**src/include/mfp_ahb_macros.svh**
```systemverilog
`ifndef MFP_AHB_MACROS_SVH
`define MFP_AHB_MACROS_SVH

// Address decode, boot and GPIO compare HADDR[28:22]
`define MFP_BOOT_ADDR_MATCH      7'h7f
`define MFP_GPIO_ADDR_MATCH      7'h7e

// Main RAM compares HADDR[28] only
`define MFP_RAM_ADDR_MATCH       1'b0

// Word-address bits, 4 KB boot RAM and 16 KB main RAM
`define MFP_BOOT_RAM_ADDR_WIDTH  10
`define MFP_RAM_ADDR_WIDTH       12

// GPIO pin widths
`define MFP_N_SWITCHES           18
`define MFP_N_BUTTONS            4
`define MFP_N_RED_LEDS           18
`define MFP_N_GREEN_LEDS         9
`define MFP_7_SEGMENT_HEX_WIDTH  32

// GPIO register word offsets in HADDR[4:2]
`define MFP_GPIO_RED_LEDS        3'd0
`define MFP_GPIO_GREEN_LEDS      3'd1
`define MFP_GPIO_7_SEGMENT_HEX   3'd2
`define MFP_GPIO_SWITCHES        3'd3
`define MFP_GPIO_BUTTONS         3'd4

`endif

```
**src/logic/mfp_ahb_pkg.sv**
```systemverilog
package mfp_ahb_pkg;

    typedef enum logic [1:0] {
        IDLE   = 2'b00,
        BUSY   = 2'b01,
        NONSEQ = 2'b10,
        SEQ    = 2'b11
    } htrans_t;

    typedef enum logic [2:0] {
        BYTE = 3'b000,
        HALF = 3'b001,
        WORD = 3'b010
    } hsize_t;

    typedef enum logic {
        OKAY  = 1'b0,
        ERROR = 1'b1
    } hresp_t;

    // Owner of the current data phase
    typedef enum logic [1:0] {
        TGT_BOOT = 2'd0,
        TGT_RAM  = 2'd1,
        TGT_GPIO = 2'd2,
        TGT_NONE = 2'd3
    } target_t;

    function automatic logic is_active(htrans_t trans);
        return (trans == NONSEQ) || (trans == SEQ);
    endfunction

endpackage

```
**src/logic/mfp_ahb_slave_if.sv**
```systemverilog
`timescale 1ns/10ps

interface mfp_ahb_slave_if;

    // Address phase and write data, matrix side
    logic                 sel;
    logic [31:0]          haddr;
    mfp_ahb_pkg::htrans_t htrans;
    logic                 hwrite;
    mfp_ahb_pkg::hsize_t  hsize;
    logic [31:0]          hwdata;
    logic                 hready_in;

    // Response, target side
    logic [31:0]          hrdata;
    logic                 hready_out;
    mfp_ahb_pkg::hresp_t  hresp;

    modport matrix (
        output sel,
        output haddr,
        output htrans,
        output hwrite,
        output hsize,
        output hwdata,
        output hready_in,
        input  hrdata,
        input  hready_out,
        input  hresp
    );

    modport target (
        input  sel,
        input  haddr,
        input  htrans,
        input  hwrite,
        input  hsize,
        input  hwdata,
        input  hready_in,
        output hrdata,
        output hready_out,
        output hresp
    );

endinterface

```
**src/logic/mfp_ahb_gpio_slave.sv**
```systemverilog
`timescale 1ns/10ps
`include "mfp_ahb_macros.svh"

module mfp_ahb_gpio_slave (
    input  logic                                HCLK,
    input  logic                                rst,
    mfp_ahb_slave_if.target                     bus,
    input  logic [`MFP_N_SWITCHES-1:0]          io_switches,
    input  logic [`MFP_N_BUTTONS-1:0]           io_buttons,
    output logic [`MFP_N_RED_LEDS-1:0]          io_red_leds,
    output logic [`MFP_N_GREEN_LEDS-1:0]        io_green_leds,
    output logic [`MFP_7_SEGMENT_HEX_WIDTH-1:0] io_7_segment_hex
);

    logic                                accept;
    logic                                wr_en;
    logic                                wr_now;
    logic [2:0]                          wr_offset;

    logic [`MFP_N_RED_LEDS-1:0]          red_next;
    logic [`MFP_N_GREEN_LEDS-1:0]        green_next;
    logic [`MFP_7_SEGMENT_HEX_WIDTH-1:0] hex_next;

    logic [31:0]                         rd_mux;
    logic [31:0]                         rd_data;

    assign accept = bus.sel && bus.hready_in && mfp_ahb_pkg::is_active(bus.htrans);

    always_ff @(posedge HCLK) begin
        if (rst)
            wr_en <= 1'b0;
        else if (bus.hready_in)
            wr_en <= accept && bus.hwrite;
    end

    always_ff @(posedge HCLK) begin
        if (accept && bus.hwrite)
            wr_offset <= bus.haddr[4:2];
    end

    assign wr_now = wr_en && bus.hready_in;

    // ------------------------------
    // Output registers, input offsets ignore writes
    always_comb begin
        red_next   = io_red_leds;
        green_next = io_green_leds;
        hex_next   = io_7_segment_hex;
        if (wr_now) begin
            case (wr_offset)
                `MFP_GPIO_RED_LEDS:      red_next   = bus.hwdata[`MFP_N_RED_LEDS-1:0];
                `MFP_GPIO_GREEN_LEDS:    green_next = bus.hwdata[`MFP_N_GREEN_LEDS-1:0];
                `MFP_GPIO_7_SEGMENT_HEX: hex_next   = bus.hwdata[`MFP_7_SEGMENT_HEX_WIDTH-1:0];
                default:                 ;
            endcase
        end
    end

    always_ff @(posedge HCLK) begin
        if (rst) begin
            io_red_leds      <= '0;
            io_green_leds    <= '0;
            io_7_segment_hex <= '0;
        end else begin
            io_red_leds      <= red_next;
            io_green_leds    <= green_next;
            io_7_segment_hex <= hex_next;
        end
    end

    // ------------------------------
    // Read mux sees a write finishing on the same edge
    always_comb begin
        rd_mux = '0;
        case (bus.haddr[4:2])
            `MFP_GPIO_RED_LEDS:      rd_mux[`MFP_N_RED_LEDS-1:0]          = red_next;
            `MFP_GPIO_GREEN_LEDS:    rd_mux[`MFP_N_GREEN_LEDS-1:0]        = green_next;
            `MFP_GPIO_7_SEGMENT_HEX: rd_mux[`MFP_7_SEGMENT_HEX_WIDTH-1:0] = hex_next;
            `MFP_GPIO_SWITCHES:      rd_mux[`MFP_N_SWITCHES-1:0]          = io_switches;
            `MFP_GPIO_BUTTONS:       rd_mux[`MFP_N_BUTTONS-1:0]           = io_buttons;
            default:                 rd_mux = '0;
        endcase
    end

    always_ff @(posedge HCLK) begin
        if (accept && !bus.hwrite)
            rd_data <= rd_mux;
    end

    assign bus.hrdata     = rd_data;
    assign bus.hready_out = 1'b1;
    assign bus.hresp      = mfp_ahb_pkg::OKAY;

endmodule

```
**src/flat_wrapper.sv**
```systemverilog
// flat-port wrapper written by rule: the top's interface ports become plain ports
module mfp_ahb_gpio_slave_flat 
  (HCLK, rst, io_switches, io_buttons, io_red_leds, io_green_leds, io_7_segment_hex, bus_sel, bus_haddr, bus_htrans, bus_hwrite, bus_hsize, bus_hwdata, bus_hready_in, bus_hrdata, bus_hready_out, bus_hresp);
  mfp_ahb_slave_if bus_i ();
  input  logic HCLK;
  input  logic rst;
  input  logic [`MFP_N_SWITCHES-1:0] io_switches;
  input  logic [`MFP_N_BUTTONS-1:0] io_buttons;
  output logic [`MFP_N_RED_LEDS-1:0] io_red_leds;
  output logic [`MFP_N_GREEN_LEDS-1:0] io_green_leds;
  output logic [`MFP_7_SEGMENT_HEX_WIDTH-1:0] io_7_segment_hex;
  input wire logic [$bits(bus_i.sel)-1:0] bus_sel;
  input wire logic [$bits(bus_i.haddr)-1:0] bus_haddr;
  input wire logic [$bits(bus_i.htrans)-1:0] bus_htrans;
  input wire logic [$bits(bus_i.hwrite)-1:0] bus_hwrite;
  input wire logic [$bits(bus_i.hsize)-1:0] bus_hsize;
  input wire logic [$bits(bus_i.hwdata)-1:0] bus_hwdata;
  input wire logic [$bits(bus_i.hready_in)-1:0] bus_hready_in;
  output wire logic [$bits(bus_i.hrdata)-1:0] bus_hrdata;
  output wire logic [$bits(bus_i.hready_out)-1:0] bus_hready_out;
  output wire logic [$bits(bus_i.hresp)-1:0] bus_hresp;
  assign bus_i.sel = bus_sel;
  assign bus_i.haddr = bus_haddr;
  assign bus_i.htrans = bus_htrans;
  assign bus_i.hwrite = bus_hwrite;
  assign bus_i.hsize = bus_hsize;
  assign bus_i.hwdata = bus_hwdata;
  assign bus_i.hready_in = bus_hready_in;
  assign bus_hrdata = bus_i.hrdata;
  assign bus_hready_out = bus_i.hready_out;
  assign bus_hresp = bus_i.hresp;
  mfp_ahb_gpio_slave u_core (.HCLK(HCLK), .rst(rst), .bus(bus_i), .io_switches(io_switches), .io_buttons(io_buttons), .io_red_leds(io_red_leds), .io_green_leds(io_green_leds), .io_7_segment_hex(io_7_segment_hex));
endmodule
```
**config.mk**
```make
export PLATFORM = sky130hd
export DESIGN_NAME = mfp_ahb_gpio_slave_flat
export DESIGN_NICKNAME = d
export VERILOG_FILES = /design/src/logic/mfp_ahb_pkg.sv /design/src/logic/mfp_ahb_slave_if.sv /design/src/logic/mfp_ahb_gpio_slave.sv /design/src/flat_wrapper.sv
export VERILOG_INCLUDE_DIRS = /design/src /design/src/include
export SDC_FILE = /design/constraint.sdc
export NUM_CORES = 1
export LEC_CHECK = 0
export ABC_CLOCK_PERIOD_IN_PS = 7300
export BUFFER_PORTS_ARGS = -buffer_cell sky130_fd_sc_hd__clkbuf_2
export CAP_MARGIN = 10
export CORE_MARGIN = 5
export CORE_UTILIZATION = 49
export CTS_CLUSTER_SIZE = 24
export DETAILED_ROUTE_END_ITERATION = 10
export PLACE_DENSITY = 0.88
export SLEW_MARGIN = 10
export SYNTH_ARGS = -nofsm -noshare
export SYNTH_HDL_FRONTEND = slang
export SYNTH_SLANG_ARGS = --single-unit
```
**constraint.sdc**
```tcl
create_clock -name HCLK -period 7.3 [get_ports HCLK]
set_input_delay 1.46 -clock HCLK [delete_from_list [all_inputs] [get_ports HCLK]]
set_output_delay 1.46 -clock HCLK [all_outputs]
set_load 0.05 [all_outputs]
```
Yosys cells after proc, flatten, opt, wreduce, memory -nomap -nowiden. Cells that the tools add are included.

Flip-flop bits (word level): 95. Input bits: 96. Output and inout port bits: 93. Word-level logic and storage cells: 33.

Equal/unequal tests: 8. Mux-type cells: 9. Reduce and logical (&&, ||, !) cells: 9.

Operators by type and width (number): 32-bit 2-to-1 mux (2); 18-bit 2-to-1 mux (2); 9-bit case mux with 3 select lines (1); 4-bit case mux with 5 select lines (1); 5-bit case mux with 4 select lines (1); 9-bit 2-to-1 mux (2); 3-bit by 2-bit equality test with 1-bit output (second input constant) (3); 3-bit by 1-bit equality test with 1-bit output (second input constant) (2); 3-bit logical NOT (2); 1-bit logical AND (5); 2-bit equality test (second input constant) (2); 3-bit equality test (second input constant) (1); 1-bit logical NOT (1); 1-bit logical OR (1).

Logic depth before layout (Yosys ltp).
Depth in word-level cells: 4. Depth in mapped cells: 6. Gate-level depth less buffers: 4.

Worst setup path after synthesis. OpenSTA, ideal clock, no wires.

Path kind: input-to-reg. Start: in bus_htrans[1]. End: reg u_core.rd_data[0] (netlist: u_core.bus.hrdata[0]), enable pin. Arrival: 2909 ps. Slack: 3970 ps. Stages on the path: 2. Path buffers: 0. Cell sequence: nand3_1 nor2_1.

Word-level cells in the longest chain between the ends: 4.

Ends and longest elaborated chain: start: declaration (line flat_wrapper.sv:14) `input wire logic [$bits(bus_i.htrans)-1:0] bus_htrans;`; 2-bit equality test (line mfp_ahb_pkg.sv:30) `return (trans == NONSEQ) || (trans == SEQ);`; 1-bit logical OR * (line mfp_ahb_pkg.sv:30); 1-bit logical AND * (line mfp_ahb_gpio_slave.sv:27) `assign accept = bus.sel && bus.hready_in && mfp_ahb_pkg::is_active(bus.htrans);`; 1-bit logical AND * (line mfp_ahb_gpio_slave.sv:86) `if (accept && !bus.hwrite)`; end signal: assignment (line mfp_ahb_gpio_slave.sv:87) `rd_data <= rd_mux;`; end: declaration (line mfp_ahb_gpio_slave.sv:25) `logic [31:0] rd_data;`.

Mark *: on every way between the ends. The rest lies on a longest branch, timed or not. A chain may end at the register's enable or synchronous reset.

Worst setup path in the final report.
Start: in bus_hready_in. End: reg u_core.rd_data[8] (netlist: u_core.bus.hrdata[8]) (data pin).

Word-level cells in the longest chain between the ends: 3.

Ends and longest elaborated chain: start: declaration (line flat_wrapper.sv:18) `input wire logic [$bits(bus_i.hready_in)-1:0] bus_hready_in;`; 1-bit logical AND * (line mfp_ahb_gpio_slave.sv:41) `assign wr_now = wr_en && bus.hready_in;`; 32-bit 2-to-1 mux, or another cell as far along (line mfp_ahb_gpio_slave.sv:49) `if (wr_now) begin`; 5-bit case mux with 4 select lines * (line mfp_ahb_gpio_slave.sv:75) `case (bus.haddr[4:2])`; named net u_core.rd_mux[8] (line mfp_ahb_gpio_slave.sv:24) `logic [31:0] rd_mux;`.

The timed path passes the listed nets; every way through them passes the cells marked *.

==> results.md <==
- The sink of the worst hold path is u_core.io_7_segment_hex[12]$_SDFF_PP0_.
- The clock tree from TritonCTS is built.
- The number of nets handed over by synthesis was 467.
- The category of the critical setup timing path is input port to flop.
- In this run the worst path has a maximum fanout of 12.
- At the later pin of the worst-skew pair, clock insertion delay measures 350 ps.
- The kind of launch point of the worst setup path is an input port.
- In the final routed layout, each cell accounts on average for 17.8 um.
- The core area is 7810 um2.
- Setup repair after global routing left no endpoint under its margin.
- The startpoint of the tightest hold check path is u_core.io_7_segment_hex[12]$_SDFF_PP0_.
- Clock tree synthesis selected as its root buffer the cell sky130_fd_sc_hd__clkbuf_8.
- The most common cell in the synthesized netlist is sky130_fd_sc_hd__dfxtp_1.
- The first routing iteration left 185 violations.
- The synthesized flop and latch total is 95.
- The synthesized design contains 35 enable-type register cells.
- Setup violations remaining at the end of the flow were counted as 0.
- Synthesis produced 371 cells.
- The largest clock skew in the final design is 16.5 ps.
- Dividing the detail-routed via count by the number of cells gives 5.47.
- Once detailed placement completed, the half-perimeter wirelength came to 7680 um.
- The met1 wire length is 4320 um.
- By area the synthesized netlist is led by sky130_fd_sc_hd__dfxtp_1 30%, sky130_fd_sc_hd__edfxtp_1 26%, sky130_fd_sc_hd__mux2i_1 10%.
- The final count of hold timing violations is 0.
- In the synthesized netlist, the cells that appear most often are 60 x sky130_fd_sc_hd__dfxtp_1, 58 x sky130_fd_sc_hd__nor2_1, 41 x sky130_fd_sc_hd__mux2i_1.
- The pre-antenna-repair detailed-routing pass consisted of 5 iterations.
- At the pin with the least slew margin, the transition time is 1030 ps.
- The worst vdd rail ir drop is 0.114 mV.
- Of all flip-flops after synthesis, the portion carrying an async set or reset was 0%.
- The post-route fraction of the period consumed by the critical path is 46.3%.
- The residual overflow from global routing is 0.
- The count of synthesis-stage warnings from yosys is 0.
- The dominant synthesized flop cell is sky130_fd_sc_hd__dfxtp_1.
- The first global-routing pass estimated 17,200 um of wire.
- The tool flagged a number of max-cap violations equal to 0.
- The congestion estimate from routability-driven global placement came to 0.826.
- The number of cells traversed by the worst hold path is 2.
- The amount of wire on met2 after detailed routing is 5470 um.
- The sequential cell area fraction in the yosys report is 56.7%.
- The endpoint class of the critical path is a flop.
- The number of library cell types mapped by synthesis is 38.
- The number of pins with negative max-slew slack in the final report was 0.
- The required time of the worst setup path is 7370 ps.
- The largest total area in the synthesized netlist belongs to sky130_fd_sc_hd__dfxtp_1.
- The mapped netlist covers 3970 um2.
- The final non-filler cell area is 4930 um2.
- The number of diodes added for antenna fixing is 0.
- The total instance count after detailed placement is 599.
- The count of buffers inserted at the top-level ports is 153.
- The top layer reached by signal wires is met4.
- Summed over all layers, the routed wires come to 11,000 um.
- The via count of the first global-routing pass is 3,510.
- The total length of routed met3 wires is 958 um.
- The H-tree depth is 3.
- After clock tree synthesis, the clock-pin slew on the worst setup and hold paths is 90 ps.
- Across all layers, the routed design uses 3,366 vias.
- The die height is 100 um.
- For this design, the CTS-stage hold fixing added 0 buffers.
- The relative slew slack is 30.9%.
- For this run, the top clock speed supported by timing is 296 MHz.
- The top cell type by area accounts for 30.3% of the synthesized area.
- The worst register-to-register path begins at u_core.wr_offset[2]$_DFFE_PP_.
- A synthesized cell averages 10.7 um2.
- The endpoint identified for the worst register-to-register timing path is u_core.bus.hrdata[8]$_DFFE_PP_.
- The number of setup buffers added after CTS is 0.
- Cells with a size suffix above 1 make up 35.5% of the layout.
- Power spread over the standard cell area amounts to 204 nW/um2.
- The pin count of the biggest net entering global routing is 61.
- After detailed placement, the total cell area comes to 4720 um2.
- For this configuration, the core starts out at a cell density of 50.8%.
- The shortest clock period the worst path allows after layout is 3380 ps.
- In this run the count of I/O pins placed on the die edge is 189.
- Summed over all cells, the static leakage comes to 2.08 nW.
- The number of antenna violations at the first check in global routing is 0.
- The post-detailed-route count of antenna-violating nets is 0.
- The longest clock path from root to sink contains 2 buffers.
- In this run, CTS created clock tree buffers numbering 9.
- In the routed design, unresolved DRC markers number 0.
- At the end of the flow, the number of nets in the layout was 604.
- The area added between synthesis and finish is 24.3%.
- The initialized floorplan defines 32 standard-cell rows.
- In the global route stage, overall resource usage came out at 21.7%.
- The number of gates resized after CTS is 0.
- Clock tree synthesis found a total of 95 sinks.
- The final-layout setup total negative slack is 0 ps.
- The data arrival time of the worst path is 3450 ps.
- Overall power consumption after layout is estimated at 1.01 mW.
- From left edge to right edge, the die measures 100 um.
- The floorplan die area is 10000 um2.
- Setup slack on the worst reg-to-reg path comes out at 4700 ps.
- The final non-filler cell total is 615.
- Counting cells, the worst reg-to-reg path comes to 5.
- The flow ran to the end, and the final reports show no timing, DRC or antenna violations.
- In this run the worst hold path is classified as flop to flop.
[worst max path at each step]
stage,start,to
after CTS,bus_hready_in,u_core.bus.hrdata[5]$_DFFE_PP_
final,bus_hready_in,u_core.bus.hrdata[8]$_DFFE_PP_
after global placement,bus_hready_in,u_core.bus.hrdata[3]$_DFFE_PP_
after global routing,bus_hready_in,u_core.bus.hrdata[1]$_DFFE_PP_
after floorplan,bus_htrans[1],u_core.bus.hrdata[0]$_DFFE_PP_
after detailed placement,bus_hready_in,u_core.bus.hrdata[3]$_DFFE_PP_
[report_power, final]
part / switching (mW) / leakage [nW] / total, mW / internal, mW
clock network: 0.188 / 0.108 / 0.382 / 0.194
registers: 0.00181 / 0.796 / 0.553 / 0.552
logic: 0.0501 / 1.17 / 0.0731 / 0.0231
[cell usage in the layout, fill, tap and decap left out, types with 2 or more instances in the layout]
cell	count
sky130_fd_sc_hd__o221ai_1	9
sky130_fd_sc_hd__a21boi_0	9
sky130_fd_sc_hd__edfxtp_1	35
sky130_fd_sc_hd__o22ai_1	9
sky130_fd_sc_hd__a31o_2	5
sky130_fd_sc_hd__o21ai_0	19
sky130_fd_sc_hd__conb_1	2
sky130_fd_sc_hd__a211oi_1	9
sky130_fd_sc_hd__mux2i_1	41
sky130_fd_sc_hd__inv_6	2
sky130_fd_sc_hd__clkbuf_2	153
sky130_fd_sc_hd__bufinv_16	2
sky130_fd_sc_hd__buf_4	3
sky130_fd_sc_hd__o211a_1	4
sky130_fd_sc_hd__dfxtp_1	60
sky130_fd_sc_hd__a22o_1	4
sky130_fd_sc_hd__inv_1	2
sky130_fd_sc_hd__and3b_1	2
sky130_fd_sc_hd__nor3_1	4
sky130_fd_sc_hd__nand3_1	6
sky130_fd_sc_hd__a21oi_1	19
sky130_fd_sc_hd__and4_1	4
sky130_fd_sc_hd__nand2_1	28
sky130_fd_sc_hd__nor2_1	57
sky130_fd_sc_hd__or3_1	2
sky130_fd_sc_hd__clkbuf_8	9
[final cells by class]
cell class	count	area, um2
clock buffer	9	124
multi-input combinational	243	1540
sequential	95	2250
tap	102	128
timing repair buffer	156	788
fill	660	2870
inverter	3	11.3
clock inverter	7	93.8
[worst max-delay path, cell delays in order]
cell and delay (ps):
sky130_fd_sc_hd__clkbuf_2 120, sky130_fd_sc_hd__nand3b_1 470, sky130_fd_sc_hd__nor3_4 600, sky130_fd_sc_hd__buf_4 350
sky130_fd_sc_hd__mux2i_1 290, sky130_fd_sc_hd__o221ai_1 150
[flip-flops by register name (all words and copies together), names as in the netlist]
name                     count
u_core.bus.hrdata           32
u_core.io_7_segment_hex     32
u_core.io_red_leds          18
u_core.io_green_leds         9
u_core.wr_offset             3
u_core.wr_en                 1
[kinds of logic after synthesis]
kind of cell,count (synthesis),synth area share (%)
flip-flops,95,56.7
AO/OA/AOI/OAI,87,14.6
buffers and inverters,33,4.85
AND/OR/NAND/NOR,113,13.3
other,2,0.189
multiplexers,41,10.3
[stage by stage]
step	utilization, %	hold slack [ps]	setup slack, ps
5_1_grt	63.2	494	3780
3_3_place_gp	60.4	452	3610
3_5_place_dp	60.4	461	3560
2_1_floorplan	-	472	3970
6_report	63.2	478	3920
4_1_cts	63.2	474	3940
[layer usage]
metal,GRT usage (%),vias to the layer above
met5,0,-
met2,37.0,135
met1,25.7,1606
met3,5.98,18
met4,9.12,0
li1,-,1607
Note: power is estimated with default switching activity, not from simulation.
